File: config.mk
export PLATFORM = sky130hd
export DESIGN_NAME = occ_track_top
export DESIGN_NICKNAME = d
export VERILOG_FILES = /design/src/source/occ_track_pkg.sv /design/src/source/occ_event_decode.sv /design/src/source/occ_counter.sv /design/src/source/occ_watermark.sv /design/src/source/occ_track_top.sv
export VERILOG_INCLUDE_DIRS = /design/src /design/src/include
export SDC_FILE = /design/constraint.sdc
export NUM_CORES = 1
export LEC_CHECK = 0
export ABC_AREA = 1
export BUFFER_PORTS_ARGS = -buffer_cell sky130_fd_sc_hd__buf_2
export CORE_MARGIN = 2
export CORE_UTILIZATION = 42
export DETAILED_ROUTE_END_ITERATION = 8
export PLACE_DENSITY = 0.64
export SYNTH_ARGS = -nofsm -noshare
export SYNTH_HDL_FRONTEND = slang
export SYNTH_SLANG_ARGS = --single-unit
File: constraint.sdc
create_clock -name clk -period 5.7 [get_ports clk]
set_clock_uncertainty 0.15 [all_clocks]
set_input_delay 0.285 -clock clk [delete_from_list [all_inputs] [get_ports clk]]
set_output_delay 0.285 -clock clk [all_outputs]
set_load 0.05 [all_outputs]
File: src/include/occ_track_defs.svh
// Occupancy tracker sizing constants
// Shared widths and limits for the event decoder, the counter and the
// watermark stage of the occupancy tracking pipeline

`ifndef OCC_TRACK_DEFS_SVH
`define OCC_TRACK_DEFS_SVH

// The occupancy level needs 5 bits to reach 23
`define OCC_VALUE_W 5

// Width of a push or pop count
`define OCC_CHANGE_W 3

// The buffer holds at most 23 entries and the level never goes above that
`define OCC_MAX_VALUE 23

// A push or pop may move at most 6 entries and a count of 7 is illegal
`define OCC_MAX_CHANGE 6

// Width of the saturating dropped-event counter
`define OCC_DROP_W 8

`endif

File: src/source/occ_track_pkg.sv
// Occupancy tracker types
// Packed structs that carry one cycle of data between the pipeline stages

`include "occ_track_defs.svh"

package occ_track_pkg;

  // ------------------------------------------------------------
  // Stage 1 to stage 2
  // ------------------------------------------------------------

  // Qualified change for one cycle with all valid bits clear for a dropped event
  typedef struct packed {
    logic                     reinit;
    logic [`OCC_VALUE_W-1:0]  init_level;
    logic                     incr_valid;
    logic [`OCC_CHANGE_W-1:0] incr;
    logic                     decr_valid;
    logic [`OCC_CHANGE_W-1:0] decr;
  } occ_change_t;

  // ------------------------------------------------------------
  // Stage 2 to stage 3
  // ------------------------------------------------------------

  // Counter output where updated is high in the cycle after a change was taken
  typedef struct packed {
    logic [`OCC_VALUE_W-1:0] value;
    logic                    updated;
  } occ_level_t;

  // Buffer status as seen by the consumers
  typedef struct packed {
    logic [`OCC_VALUE_W-1:0] level;
    logic                    empty;
    logic                    full;
    logic                    almost_full;
  } occ_status_t;

endpackage

File: src/source/occ_event_decode.sv
// Occupancy event decoder, first pipeline stage
// Range-checks push, pop and flush strobes, registers the qualified change
// and keeps a saturating count of the events it had to drop

`timescale 1ns/100ps

`include "occ_track_defs.svh"

module occ_event_decode (
  input  logic                            clk,
  input  logic                            arst_n,
  input  logic                            push,
  input  logic [`OCC_CHANGE_W-1:0]        push_count,
  input  logic                            pop,
  input  logic [`OCC_CHANGE_W-1:0]        pop_count,
  input  logic                            flush,
  input  logic [`OCC_VALUE_W-1:0]         flush_level,
  output occ_track_pkg::occ_change_t      change,
  output logic                            dropped,
  output logic [`OCC_DROP_W-1:0]          drop_count
);

  logic illegal;

  // Any strobed field out of range poisons the whole event
  assign illegal = (push && (push_count > `OCC_MAX_CHANGE)) ||
                   (pop && (pop_count > `OCC_MAX_CHANGE)) ||
                   (flush && (flush_level > `OCC_MAX_VALUE));

  // ------------------------------------------------------------
  // Qualified change register
  // ------------------------------------------------------------

  // Payload fields are zeroed along with their valid bit so stage 2 never sees stale counts
  always_ff @(posedge clk or negedge arst_n) begin
    if (!arst_n) begin
      change <= '0;
    end else begin
      change.reinit     <= flush && !illegal;
      change.init_level <= (flush && !illegal) ? flush_level : '0;
      change.incr_valid <= push && !illegal;
      change.incr       <= (push && !illegal) ? push_count : '0;
      change.decr_valid <= pop && !illegal;
      change.decr       <= (pop && !illegal) ? pop_count : '0;
    end
  end

  // ------------------------------------------------------------
  // Drop reporting
  // ------------------------------------------------------------

  // The count sticks at all ones rather than wrapping back to zero
  always_ff @(posedge clk or negedge arst_n) begin
    if (!arst_n) begin
      dropped    <= 1'b0;
      drop_count <= '0;
    end else begin
      dropped <= illegal;
      if (illegal && (drop_count != '1)) begin
        drop_count <= drop_count + 1'b1;
      end
    end
  end

  // Stage 2 relies on never receiving a count above the legal maximum
  change_in_range_a: assert property (@(posedge clk) disable iff (!arst_n)
    (change.incr <= `OCC_MAX_CHANGE) && (change.decr <= `OCC_MAX_CHANGE));

endmodule

File: src/source/occ_counter.sv
// Occupancy counter, second pipeline stage
// Increment/decrement counter over 0..23 that wraps modulo 24 with explicit
// correction, or clamps at both ends when saturate_en is set. A reinit
// loads init_level and applies the same cycle's change on top of it

`timescale 1ns/100ps

`include "occ_track_defs.svh"

module occ_counter #(
  parameter bit saturate_en = 1'b0
) (
  input  logic                       clk,
  input  logic                       arst_n,
  input  occ_track_pkg::occ_change_t change,
  output occ_track_pkg::occ_level_t  level
);

  // One extra bit so that a net decrement below zero shows up as a set MSB
  localparam int TEMP_W = `OCC_VALUE_W + 1;
  localparam logic [TEMP_W-1:0] MAX_VALUE_T = TEMP_W'(`OCC_MAX_VALUE);
  localparam logic [TEMP_W-1:0] MAX_VALUE_P1 = TEMP_W'(`OCC_MAX_VALUE + 1);

  logic [`OCC_CHANGE_W-1:0] incr_qual;
  logic [`OCC_CHANGE_W-1:0] decr_qual;
  logic [`OCC_VALUE_W-1:0]  base;
  logic [TEMP_W-1:0]        value_temp;
  logic [TEMP_W-1:0]        value_fixed;
  logic                     would_underflow;
  logic                     would_overflow;
  logic                     loaden;
  logic [`OCC_VALUE_W-1:0]  value_next;

  // ------------------------------------------------------------
  // Raw sum
  // ------------------------------------------------------------

  assign incr_qual = change.incr_valid ? change.incr : '0;
  assign decr_qual = change.decr_valid ? change.decr : '0;

  // On reinit the change lands on the flush level instead of the old value
  assign base = change.reinit ? change.init_level : level.value;

  assign value_temp = TEMP_W'(base) + TEMP_W'(incr_qual) - TEMP_W'(decr_qual);

  // Largest positive sum is 23 + 6, which never reaches the MSB
  assign would_underflow = value_temp[TEMP_W-1];
  assign would_overflow  = !value_temp[TEMP_W-1] && (value_temp > MAX_VALUE_T);

  // ------------------------------------------------------------
  // Wrap or clamp
  // ------------------------------------------------------------

  // 24 is not a power of two, so the modulo needs an explicit add or subtract
  always_comb begin
    value_fixed = value_temp;
    if (saturate_en) begin
      if (would_underflow) begin
        value_fixed = '0;
      end else if (would_overflow) begin
        value_fixed = MAX_VALUE_T;
      end
    end else begin
      if (would_underflow) begin
        value_fixed = value_temp + MAX_VALUE_P1;
      end else if (would_overflow) begin
        value_fixed = value_temp - MAX_VALUE_P1;
      end
    end
  end

  // After correction the top bit is always clear
  assign value_next = value_fixed[`OCC_VALUE_W-1:0];

  assign loaden = change.reinit || change.incr_valid || change.decr_valid;

  // ------------------------------------------------------------
  // Level register
  // ------------------------------------------------------------

  always_ff @(posedge clk or negedge arst_n) begin
    if (!arst_n) begin
      level <= '0;
    end else begin
      level.updated <= loaden;
      if (loaden) begin
        level.value <= value_next;
      end
    end
  end

  value_in_range_a: assert property (@(posedge clk) disable iff (!arst_n)
    level.value <= `OCC_MAX_VALUE);

  // A load must land exactly the value that was computed one cycle earlier
  value_loaded_a: assert property (@(posedge clk) disable iff (!arst_n)
    loaden |=> level.updated && (level.value == $past(value_next)));

  // Stage 1 filters flush levels, so an out-of-range reinit means a broken decoder
  reinit_in_range_a: assert property (@(posedge clk) disable iff (!arst_n)
    change.reinit |-> (change.init_level <= `OCC_MAX_VALUE));

endmodule

File: src/source/occ_watermark.sv
// Occupancy watermark, third pipeline stage
// Derives empty, full and almost_full from the counter level, with
// hysteresis on almost_full between the low and the high mark

`timescale 1ns/100ps

`include "occ_track_defs.svh"

module occ_watermark (
  input  logic                        clk,
  input  logic                        arst_n,
  input  occ_track_pkg::occ_level_t   level,
  input  logic [`OCC_VALUE_W-1:0]     hi_mark,
  input  logic [`OCC_VALUE_W-1:0]     lo_mark,
  output occ_track_pkg::occ_status_t  status,
  output logic                        status_changed
);

  logic empty_next;
  logic full_next;
  logic almost_full_next;
  logic flags_differ;

  // ------------------------------------------------------------
  // Flag derivation
  // ------------------------------------------------------------

  assign empty_next = (level.value == '0);
  assign full_next  = (level.value == `OCC_MAX_VALUE);

  // Between the marks the flag keeps whatever it was, which gives the hysteresis
  always_comb begin
    almost_full_next = status.almost_full;
    if (level.value >= hi_mark) begin
      almost_full_next = 1'b1;
    end else if (level.value <= lo_mark) begin
      almost_full_next = 1'b0;
    end
  end

  assign flags_differ = (empty_next != status.empty) ||
                        (full_next != status.full) ||
                        (almost_full_next != status.almost_full);

  // ------------------------------------------------------------
  // Status register
  // ------------------------------------------------------------

  // The level only moves on an update, so the flags can only move then too
  always_ff @(posedge clk or negedge arst_n) begin
    if (!arst_n) begin
      status             <= '0;
      status.empty       <= 1'b1;
      status_changed     <= 1'b0;
    end else begin
      status_changed <= level.updated && flags_differ;
      if (level.updated) begin
        status.level       <= level.value;
        status.empty       <= empty_next;
        status.full        <= full_next;
        status.almost_full <= almost_full_next;
      end
    end
  end

  // Marks that overlap would leave almost_full without a hold band
  marks_ordered_a: assert property (@(posedge clk) disable iff (!arst_n)
    lo_mark < hi_mark);

endmodule

File: src/source/occ_track_top.sv
// Occupancy tracker top level
// Chains event decode, counter and watermark stages. An event reaches
// level two cycles later and status three cycles later

`timescale 1ns/100ps

`include "occ_track_defs.svh"

module occ_track_top #(
  parameter bit saturate_en = 1'b0
) (
  input  logic                        clk,
  input  logic                        arst_n,
  input  logic                        push,
  input  logic [`OCC_CHANGE_W-1:0]    push_count,
  input  logic                        pop,
  input  logic [`OCC_CHANGE_W-1:0]    pop_count,
  input  logic                        flush,
  input  logic [`OCC_VALUE_W-1:0]     flush_level,
  input  logic [`OCC_VALUE_W-1:0]     hi_mark,
  input  logic [`OCC_VALUE_W-1:0]     lo_mark,
  output occ_track_pkg::occ_level_t   level,
  output occ_track_pkg::occ_status_t  status,
  output logic                        status_changed,
  output logic                        dropped,
  output logic [`OCC_DROP_W-1:0]      drop_count
);

  // Qualified change between stage 1 and stage 2
  occ_track_pkg::occ_change_t change;

  occ_event_decode u_decode (
    .clk         (clk),
    .arst_n      (arst_n),
    .push        (push),
    .push_count  (push_count),
    .pop         (pop),
    .pop_count   (pop_count),
    .flush       (flush),
    .flush_level (flush_level),
    .change      (change),
    .dropped     (dropped),
    .drop_count  (drop_count)
  );

  occ_counter #(
    .saturate_en (saturate_en)
  ) u_counter (
    .clk    (clk),
    .arst_n (arst_n),
    .change (change),
    .level  (level)
  );

  // The counter output feeds both the watermark stage and the top port
  occ_watermark u_watermark (
    .clk            (clk),
    .arst_n         (arst_n),
    .level          (level),
    .hi_mark        (hi_mark),
    .lo_mark        (lo_mark),
    .status         (status),
    .status_changed (status_changed)
  );

endmodule

==> metrics.csv, run 1 <==
metric,value,unit
yosysWarnings,0,
layout_setup_ws,2970,ps
num_rows,27,
critical_path.max_stage_delay,520,ps
clock-sinks,38,
drc,0,
clkLatencyLatePin,290,ps
tritoncts,done,
routed_wire_length_per_instance,11.0,um
min_delay_path_depth,3,
finalHoldWorstSlack,49.3,ps
rr_worst_depth,16,
port_buffers,49,
fillers,546,
clk_slew_on_worst_s_h_paths,80,ps
finalCritPeriodShare,0.479,
post_synth.cell_area_avg,7.75,sq um
post_cts.repair.setup_buffers,0,
synth.ff_latch_count,38,
grt.total_usage,0.168,
route.final.wire_length,4710,um
grt_max_degree,39,
vias,1986,
die_height,78.3,um
power-per-cell-area,466,nW/um^2
die_x,78.3,um
layout_cells_excl_fill,428,
n_antenna_cell,0,
final_core_util,0.507,
timing.max_cap.violations,0,
power_leakage,1.61,nW
slowest_stage,fa_1,
critical_path.endpoint_type,flip-flop,
placed_cells,419,
placedInstanceArea,2650,sq um
gr-total-overflow,0,
hold_path_class,in2reg,
final_design_instance_area_without_fill,2740,sq um
cts-htree-levels,2,
cts_buffers,5,
max-clock-path-buffers,2,
cts-hold-fix-buffers,1,
cts_root_buffer,clkbuf_8,
critical_path_class,reg2reg,
max_slew_margin,0.439,
start_util,0.429,
post_cts_resize_count,0,
irDropWorstVdd,0.177,mV
maxSlewViolCount,0,
timing.critical_path.mode_cell,nand2_1,
layout-drive-gt1-share,0.194,
design.die.area,6130,sq um
finalHoldViolCount,0,
commonest_cells_after_routing_fill_and_taps_aside,"nand2_1, inv_1, buf_2, dfrtp_1, nor2_1",
final_net_count,401,
timing.critical_path.cells,inv_1 -> nand2_1 -> o21ai_0 -> fa_1 -> inv_1 -> ha_1 -> nand2_1 -> nand2_1 -> nand2_1 -> nand3_2 -> nand2_2 -> nand2_1 -> nand2_1 -> nand2_1 -> nand2_1 -> nand2_1,
post-route-min-period,2730,ps
arrival,2750,ps
synth.net_count,345,
io_pins,50,
post-place-ws,3000,ps
first_global_vias,1886,
drt_pre_antenna_iters,4,
synth.yosys.seq_area_share,0.411,
mostFrequentLayoutCell,nand2_1,
post_drt_via_cell_ratio,4.64,
area.growth.synth_to_final,18.4,%
report.power.total,1.28,mW
setup_total_negative_slack,0,ps
synthCells,299,
setup_viol,0,
critical_path.max_fanout,7,
antenna_violations_before_repair,0,
worstPathRequired,5730,ps
rsz0062_at_grt,false,
core_area,5410,sq um
max_slew.worst_pin.slew,841,ps
yosys.cell_types.count,23,
antenna_nets_post_route,0,
drt-initial-drc-count,67,
run_status,"finished, final reports clean",
crit_path_start_kind,flip-flop,
summed_instance_area_of_the_synthesized_netlist,2320,sq um
achievable-frequency,366,MHz
gp_congestion,0.845,
wire_length_of_the_first_global_routing_pass,8130,um
detailed_place_hpwl,3680,um
==> cell usage after synthesis (all sizes together) <==
cell type   n  area share
xor2        4       0.015
clkbuf      1      0.0016
a21oi       5       0.011
dfstp       1       0.011
fa          3       0.026
nor2       23       0.040
inv        63        0.10
dfrtp      37        0.40
nand2      88        0.15
nand4       9       0.027
ha         17       0.092
or2         1      0.0027
nand3      25       0.063
o21ai      16       0.035
nor3        2       0.011
xnor2       4       0.015
==> metal layers <==
metal / GRT usage / vias up / share of wire
met4: 0.0579 / 0 / 0.011
met1: 0.202 / 902 / 0.46
li1: - / 1035 / -
met3: 0.0356 / 4 / 0.050
met2: 0.296 / 45 / 0.48
met5: 0 / - / 0
==> flip-flops by register name, summed over array words and instances, names as in the netlist <==
name,cells
u_watermark.status_changed,1
u_counter.level,6
u_decode.dropped,1
u_decode.drop_count,8
u_decode.change,14
u_watermark.status,8
==> final timing paths <==
check	slack (ps)	startpoint	to
worst min register to register	340	u_watermark.status[3]$_DFFE_PN0P_	u_watermark.status[3]$_DFFE_PN0P_
max in group asynchronous	4380	arst_n	u_watermark.status[3]$_DFFE_PN0P_
min in group asynchronous	490	arst_n	u_watermark.status_changed$_DFF_PN0_
worst max register to register	2970	u_counter.level[3]$_DFFE_PN0P_	u_counter.level[5]$_DFFE_PN0P_
worst min-delay path	50	flush_level[2]	u_decode.change[10]$_DFF_PN0_
worst max-delay path	2970	u_counter.level[3]$_DFFE_PN0P_	u_counter.level[5]$_DFFE_PN0P_
==> where the power goes <==
group | switching, mW | leakage [nW] | internal, mW | total, mW
combinational | 0.490 | 1.09 | 0.207 | 0.697
clock | 0.0916 | 0.0385 | 0.0865 | 0.178
sequential | 0.0675 | 0.481 | 0.336 | 0.403
==> logic make-up (layout without fill, tap and decap cells) <==
family / count (synthesis) / after routing / synth area share
AO/OA/AOI/OAI: 21 / 21 / 0.0454
AND/OR/NAND/NOR: 148 / 148 / 0.292
flip-flops: 38 / 38 / 0.411
buffers and inverters: 64 / 121 / 0.104
adder cells (fa/ha/maj): 20 / 20 / 0.118
XOR/XNOR: 8 / 8 / 0.0302
==> critical path: cells and delay by family (launching register included) <==
family / cells / cell delay, ps
AO/OA/AOI/OAI: 1 / 120
adder cells (fa/ha/maj): 2 / 870
buffers and inverters: 2 / 160
flip-flops: 1 / 470
AND/OR/NAND/NOR: 11 / 850
==> area by class of cell <==
type | count | area, sq um | share of cell area
multi-input combinational | 197 | 1120 | 0.410
sequential | 38 | 952 | 0.347
timing repair buffer | 50 | 255 | 0.0931
inverter | 63 | 236 | 0.0862
tap | 72 | 90.1 | 0.0328
clock buffer | 7 | 76.3 | 0.0278
clock inverter | 1 | 7.51 | 0.00274
No activity file was read; power rests on OpenSTA's default activity.
==> run 2: changes to the inputs <==
- clock period: 5.7 -> 2.7 ns (I/O delays scaled with it)
==> metrics.csv, run 2 (synthesis results as in run 1) <==
metric,value,unit,change
critical_path.max_stage_delay,510,ps,was 520 ps
largest_reg_flops,14,,unchanged
final_core_util,0.552,,was 0.507
finalCritPeriodShare,0.913,,was 0.479
io_pins,50,,unchanged
swShare,0.500,,was 0.508
mostFrequentLayoutCell,nand2_1,,unchanged
power_frac_clock,0.139,,about the same
start_util,0.429,,unchanged
max_slew.worst_pin.slew,839,ps,was 841 ps
achievable-frequency,406,MHz,was 366 MHz
combinationalPowerShare,0.561,,was 0.545
worst_setup_path_startpoint,u_counter.level[3]$_DFFE_PN0P_,,unchanged
drc,0,,unchanged
worst_r2r_src,u_counter.level[3]$_DFFE_PN0P_,,unchanged
n_antenna_cell,0,,unchanged
max_slew_margin,0.441,,was 0.439
max-clock-path-buffers,2,,unchanged
layout_setup_ws,234,ps,was 2970 ps
rr_worst_depth,17,,was 16
area.growth.synth_to_final,28.7,%,was 18.4%
die_height,78.3,um,unchanged
power_leakage,1.72,nW,was 1.61 nW
detailed_place_hpwl,3630,um,was 3680 um
busiest_layer,met2,,unchanged
finalHoldWorstSlack,12.6,ps,was 49.3 ps
clk_slew_on_worst_s_h_paths,80,ps,about the same
clock-sinks,38,,unchanged
groute.layer.met3.usage,0.0322,,was 0.0356
irDropWorstVdd,0.382,mV,was 0.177 mV
clkLatencyLatePin,290,ps,about the same
grt_max_degree,39,,unchanged
cts_root_buffer,clkbuf_8,,unchanged
route.final.wire_length,4830,um,was 4710 um
regToRegEndpoint,u_counter.level[5]$_DFFE_PN0P_,,unchanged
gr-total-overflow,0,,unchanged
tritoncts,done,,unchanged
die_x,78.3,um,unchanged
design.die.area,6130,sq um,unchanged
post-place-ws,123,ps,was 3000 ps
core_area,5410,sq um,unchanged
power-per-cell-area,931,nW/um^2,was 466 nW/um^2
run_status,"finished, final reports clean",,unchanged
commonest_cells_after_routing_fill_and_taps_aside,"nand2_1, inv_1, buf_2, dfrtp_1, nor2_1",,unchanged
slowest_stage,fa_1,,unchanged
timing.max_cap.violations,0,,unchanged
p_sw,1.39,mW,was 0.649 mW
largest-register,u_decode.change,,unchanged
crit_path_start_kind,flip-flop,,unchanged
post_drt_via_cell_ratio,4.47,,was 4.64
cts-htree-levels,2,,unchanged
drt-initial-drc-count,74,,was 67
rsz0062_at_grt,true,,was false
critical_path.max_fanout,5,,was 7
antenna_nets_post_route,0,,unchanged
timing.critical_path.mode_cell,nand2_1,,unchanged
first_global_vias,1917,,was 1886
maxSlewViolCount,0,,unchanged
cts_buffers,5,,unchanged
worst_setup_path_endpoint,u_counter.level[5]$_DFFE_PN0P_,,unchanged
worst-r2r-setup-slack,230,ps,was 2970 ps
setup_viol,0,,unchanged
final_net_count,425,,was 401
global_route.usage.met1,0.206,,was 0.202
finalHoldViolCount,0,,unchanged
antenna_violations_before_repair,0,,unchanged
port_buffers,49,,unchanged
gp_congestion,0.784,,was 0.845
arrival,2500,ps,was 2750 ps
global_route.usage.met2,0.312,,was 0.296
critical_path_class,reg2reg,,unchanged
drt_pre_antenna_iters,4,,unchanged
internal_power,1.39,mW,was 0.629 mW
wire_length_of_the_first_global_routing_pass,8270,um,was 8130 um
report.power.total,2.78,mW,was 1.28 mW
critical_path.endpoint_type,flip-flop,,unchanged
biggest_registers_after_layout,"u_decode.change x14, u_decode.drop_count x8, u_watermark.status x8",,unchanged
grt.total_usage,0.172,,was 0.168
layout-drive-gt1-share,0.213,,was 0.194
timing.critical_path.cells,inv_1 -> nand2_1 -> o21ai_0 -> fa_1 -> inv_1 -> ha_1 -> nand2_1 -> nand2_1 -> inv_1 -> nand3_1 -> nand2_1 -> nand2_1 -> nand2_1 -> nand2_1 -> nand2_1 -> nand2_1 -> nand2_1,,was inv_1 -> nand2_1 -> o21ai_0 -> fa_1 -> inv_1 -> ha_1 -> nand2_1 -> nand2_1 -> nand2_1 -> nand3_2 -> nand2_2 -> nand2_1 -> nand2_1 -> nand2_1 -> nand2_1 -> nand2_1
vias,2021,,was 1986
routed_wire_length_per_instance,10.7,um,was 11.0 um
post-route-min-period,2470,ps,was 2730 ps
hold_path_class,in2reg,,unchanged
seqPwrFrac,0.300,,was 0.315
worstPathRequired,2740,ps,was 5730 ps
num_rows,27,,unchanged
[run 2: cell types whose count changed in the layout (fill, tap and decap cells not counted)]
cell           before  now
dlygate4sd3_1       1   19
buf_4               0    6
clkbuf_1            2    0
dfrtp_1            37   35
dfrtp_2             0    2
clkinv_2            0    1
clkinv_4            0    1
fa_1                3    2
fa_2                0    1
nand2_1            85   84
nand2_2             2    3
[run 2: worst max-delay path: cells and delay by family, from the launching register on]
kind / cells / cell delay [ps]
DFF: 1 / 390
adders and majority gates: 2 / 850
AOI/OAI and AO/OA: 1 / 100
buffers and inverters: 3 / 170
and+or+nand+nor: 11 / 720
[run 2: repair_timing]
action / 4_1_cts / 5_1_grt
setup endpoints to repair: 0 / 2
endpoints found under the hold margin: 50 / 0
setup buffers: 0 / 3
gates resized for setup: 0 / 2
hold buffers: 19 / 0
[run 2: layer usage]
metal  part of all wire  vias to the layer above
li1                   -                     1078
met1               0.46                      892
met2               0.49                       46
met3              0.035                        5
met4              0.012                        0
met5                  0                        -
[run 2: power groups by stage]
stage	Clock (mW)	Sequential [mW]	Combinational [mW]
3_3_place_gp	0	0.849	1.49
4_1_cts	0.406	0.843	1.53
6_report	0.386	0.834	1.56
3_5_place_dp	0	0.853	1.51
5_1_grt	0.429	0.859	1.73
2_1_floorplan	0	1.26	0.733
[run 2: how the worst min path moves through the flow]
stage | startpoint | endpoint | slack [ps] | cells past startpoint
after detailed placement | arst_n | u_counter.level[4]$_DFFE_PN0P_ | 140 | 1
after global placement | arst_n | u_counter.level[4]$_DFFE_PN0P_ | 140 | 1
final | flush | u_decode.change[13]$_DFF_PN0_ | 10 | 3
after global routing | flush | u_decode.change[13]$_DFF_PN0_ | 30 | 3
after CTS | flush | u_decode.change[13]$_DFF_PN0_ | 6 | 3
after floorplan | arst_n | u_counter.level[0]$_DFF_PN0_ | -310 | 0
[run 2: cell type report]
type / instances / area [sq um]
Clock buffer: 5 / 68.8
Clock inverter: 3 / 21.3
Fill cell: 541 / 2420
Inverter: 63 / 236
Multi-Input combinational cell: 197 / 1130
Sequential cell: 38 / 955
Tap cell: 72 / 90.1
Timing Repair Buffer: 74 / 480
[run 2: per-stage QoR]
stage / std cells / area [sq um] / TNS, ps
5_1_grt: 452 / 2980 / -8.95
3_3_place_gp: 422 / 2670 / 0
4_1_cts: 449 / 2950 / 0
2_1_floorplan: 299 / 2320 / 0
3_5_place_dp: 422 / 2670 / 0
6_report: 452 / 2980 / 0
==> run 3: changes to the inputs <==
- REMOVE_ABC_BUFFERS: default -> 1
- SLEW_MARGIN: default -> 10
==> metrics.csv, run 3 (synthesis results as in run 1) <==
metric,value,unit,change
run_status,"finished, final reports clean",,unchanged
max_slew_margin,0.438,,was 0.441
min_delay_path_depth,3,,unchanged
worstPathRequired,2780,ps,was 2740 ps
swShare,0.479,,was 0.500
hold_path_origin,flush,,unchanged
p_sw,1.40,mW,was 1.39 mW
detailed_place_hpwl,3680,um,was 3630 um
io_pins,50,,unchanged
wire_length_of_the_first_global_routing_pass,8760,um,was 8270 um
final_core_util,0.558,,was 0.552
gp_congestion,0.839,,was 0.784
critical_path.max_fanout,6,,was 5
cts_buffers,5,,unchanged
clkLatencyLatePin,290,ps,about the same
seqCellArea,952,sq um,was 955 sq um
internal_power,1.52,mW,was 1.39 mW
crit_buf_inv,2,,was 3
worst-r2r-setup-slack,190,ps,was 230 ps
setup_viol,0,,unchanged
route.final.wire_length,4920,um,was 4830 um
holdPathEnd,u_decode.change[13]$_DFF_PN0_,,unchanged
combinationalPowerShare,0.552,,was 0.561
largest_reg_flops,14,,unchanged
placedInstanceArea,2690,sq um,was 2670 sq um
multiInputGateArea,1140,sq um,was 1130 sq um
die_x,78.3,um,unchanged
power_leakage,1.74,nW,was 1.72 nW
design.die.area,6130,sq um,unchanged
finalCritPeriodShare,0.931,,was 0.913
fillers,512,,was 541
tritoncts,done,,unchanged
drt_pre_antenna_iters,4,,unchanged
layout-drive-gt1-share,0.208,,was 0.213
grt.total_usage,0.179,,was 0.172
rr_worst_depth,16,,was 17
critical_path_class,reg2reg,,unchanged
gr-total-overflow,0,,unchanged
report.power.total,2.92,mW,was 2.78 mW
post_cts.repair.setup_buffers,0,,unchanged
power_frac_clock,0.171,,was 0.139
port_buffers,49,,unchanged
worst_r2r_src,u_decode.change[13]$_DFF_PN0_,,was u_counter.level[3]$_DFFE_PN0P_
critPathTopFamily,adder cells,,unchanged
slowest_stage,fa_1,,unchanged
timing.critical_path.cells,inv_2 -> nand2_1 -> o21ai_1 -> fa_1 -> fa_1 -> inv_1 -> nand3_1 -> nand2_1 -> nand2_1 -> nand2_1 -> nand2_1 -> nand2_1 -> nand2_1 -> nand2_1 -> nand2_1 -> nand2_1,,was inv_1 -> nand2_1 -> o21ai_0 -> fa_1 -> inv_1 -> ha_1 -> nand2_1 -> nand2_1 -> inv_1 -> nand3_1 -> nand2_1 -> nand2_1 -> nand2_1 -> nand2_1 -> nand2_1 -> nand2_1 -> nand2_1
cts-htree-levels,2,,unchanged
area.growth.synth_to_final,30.2,%,was 28.7%
cts_root_buffer,clkbuf_8,,unchanged
timing.max_cap.violations,0,,unchanged
timing.critical_path.mode_cell,nand2_1,,unchanged
largest-register,u_decode.change,,unchanged
final_design_instance_area_without_fill,3020,sq um,was 2980 sq um
critical_path.max_stage_delay,480,ps,was 510 ps
arrival,2590,ps,was 2500 ps
irDropWorstVdd,0.507,mV,was 0.382 mV
clock-sinks,38,,unchanged
post_drt_via_cell_ratio,4.62,,was 4.47
maxSlewViolCount,0,,unchanged
finalHoldViolCount,0,,unchanged
antenna_nets_post_route,0,,unchanged
post-route-min-period,2510,ps,was 2470 ps
layout_setup_ws,186,ps,was 234 ps
vias,2089,,was 2021
max_slew.worst_pin.slew,843,ps,was 839 ps
setup_total_negative_slack,0,ps,unchanged
final_net_count,425,,unchanged
seqPwrFrac,0.277,,was 0.300
drc,0,,unchanged
first_global_vias,2054,,was 1917
start_util,0.429,,unchanged
die_height,78.3,um,unchanged
grt_max_degree,39,,unchanged
regToRegEndpoint,u_counter.level[5]$_DFFE_PN0P_,,unchanged
antenna_violations_before_repair,0,,unchanged
achievable-frequency,398,MHz,was 406 MHz
rsz0062_at_grt,false,,was true
mostFrequentLayoutCell,nand2_1,,unchanged
max-clock-path-buffers,2,,unchanged
routed_wire_length_per_instance,10.9,um,was 10.7 um
clk_slew_on_worst_s_h_paths,70,ps,was 80 ps
core_area,5410,sq um,unchanged
power-per-cell-area,969,nW/um^2,was 931 nW/um^2
drt-initial-drc-count,42,,was 74
num_rows,27,,unchanged
hold_path_class,in2reg,,unchanged
biggest_registers_after_layout,"u_decode.change x14, u_decode.drop_count x8, u_watermark.status x8",,unchanged
post-place-ws,167,ps,was 123 ps
n_antenna_cell,0,,unchanged
critical_path.endpoint_type,flip-flop,,unchanged
commonest_cells_after_routing_fill_and_taps_aside,"nand2_1, inv_1, buf_2, dfrtp_1, nor2_1",,unchanged
crit_path_start_kind,flip-flop,,unchanged
-- run 3: cell types whose count changed in the layout (fill, tap and decap cells not counted), sizes merged --
| cell | delta |
|---|---|
| clkbuf | +2 |
| clkinv | -2 |
| bufinv | +1 |
| clkinvlp | -1 |
-- run 3: timing repair --
item                       4_1_cts  5_1_grt
gates resized for setup          0        5
hold buffers                    19        0
hold endpoints to repair        50        0
setup endpoints to repair        0        2
-- run 3: how the worst max path moves through the flow --
stage / from / end / slack [ps] / cells after the start
detailed placement: u_decode.change[13]$_DFF_PN0_ / u_counter.level[5]$_DFFE_PN0P_ / 170 / 15
finish: u_decode.change[13]$_DFF_PN0_ / u_counter.level[5]$_DFFE_PN0P_ / 190 / 16
CTS: u_decode.change[13]$_DFF_PN0_ / u_counter.level[5]$_DFFE_PN0P_ / 140 / 15
global route: u_decode.change[3]$_DFF_PN0_ / u_counter.level[5]$_DFFE_PN0P_ / 30 / 18
global placement: u_decode.change[13]$_DFF_PN0_ / u_counter.level[5]$_DFFE_PN0P_ / 220 / 15
floorplan: u_counter.level[3]$_DFFE_PN0P_ / u_counter.level[5]$_DFFE_PN0P_ / -100 / 16
-- run 3: worst min-delay path, delay by kind of cell --
kind	cells	cell delay, ps
buffers and inverters	2	190
and+or+nand+nor	1	130
-- run 3: cell type report --
cell class | count | area share
Multi-Input combinational cell | 197 | 0.379
Sequential cell | 38 | 0.316
Timing Repair Buffer | 74 | 0.159
Inverter | 63 | 0.0784
Tap cell | 72 | 0.0299
Clock buffer | 7 | 0.0286
Clock inverter | 1 | 0.00995
-- run 3: layer usage --
layer / vias to the layer above / GRT usage / share of wire
li1: 1078 / - / -
met1: 950 / 0.212 / 0.45
met3: 12 / 0.0368 / 0.044
met4: 0 / 0.0737 / 0.026
met2: 49 / 0.317 / 0.48
met5: - / 0 / 0
-- run 3: through the flow --
step | hold slack, ps | std cells
after global placement | 156 | 425
after CTS | 51.3 | 452
after floorplan | -311 | 298
final | 57.9 | 452
after global routing | 87.8 | 452
after detailed placement | 155 | 425
-- run 3: power by group through the flow --
stage	clock network, mW	logic [mW]	registers, mW
after floorplan	0	0.732	1.26
after global placement	0	1.54	0.819
after detailed placement	0	1.58	0.819
after CTS	0.510	1.60	0.810
after global routing	0.539	1.81	0.828
final	0.499	1.61	0.809
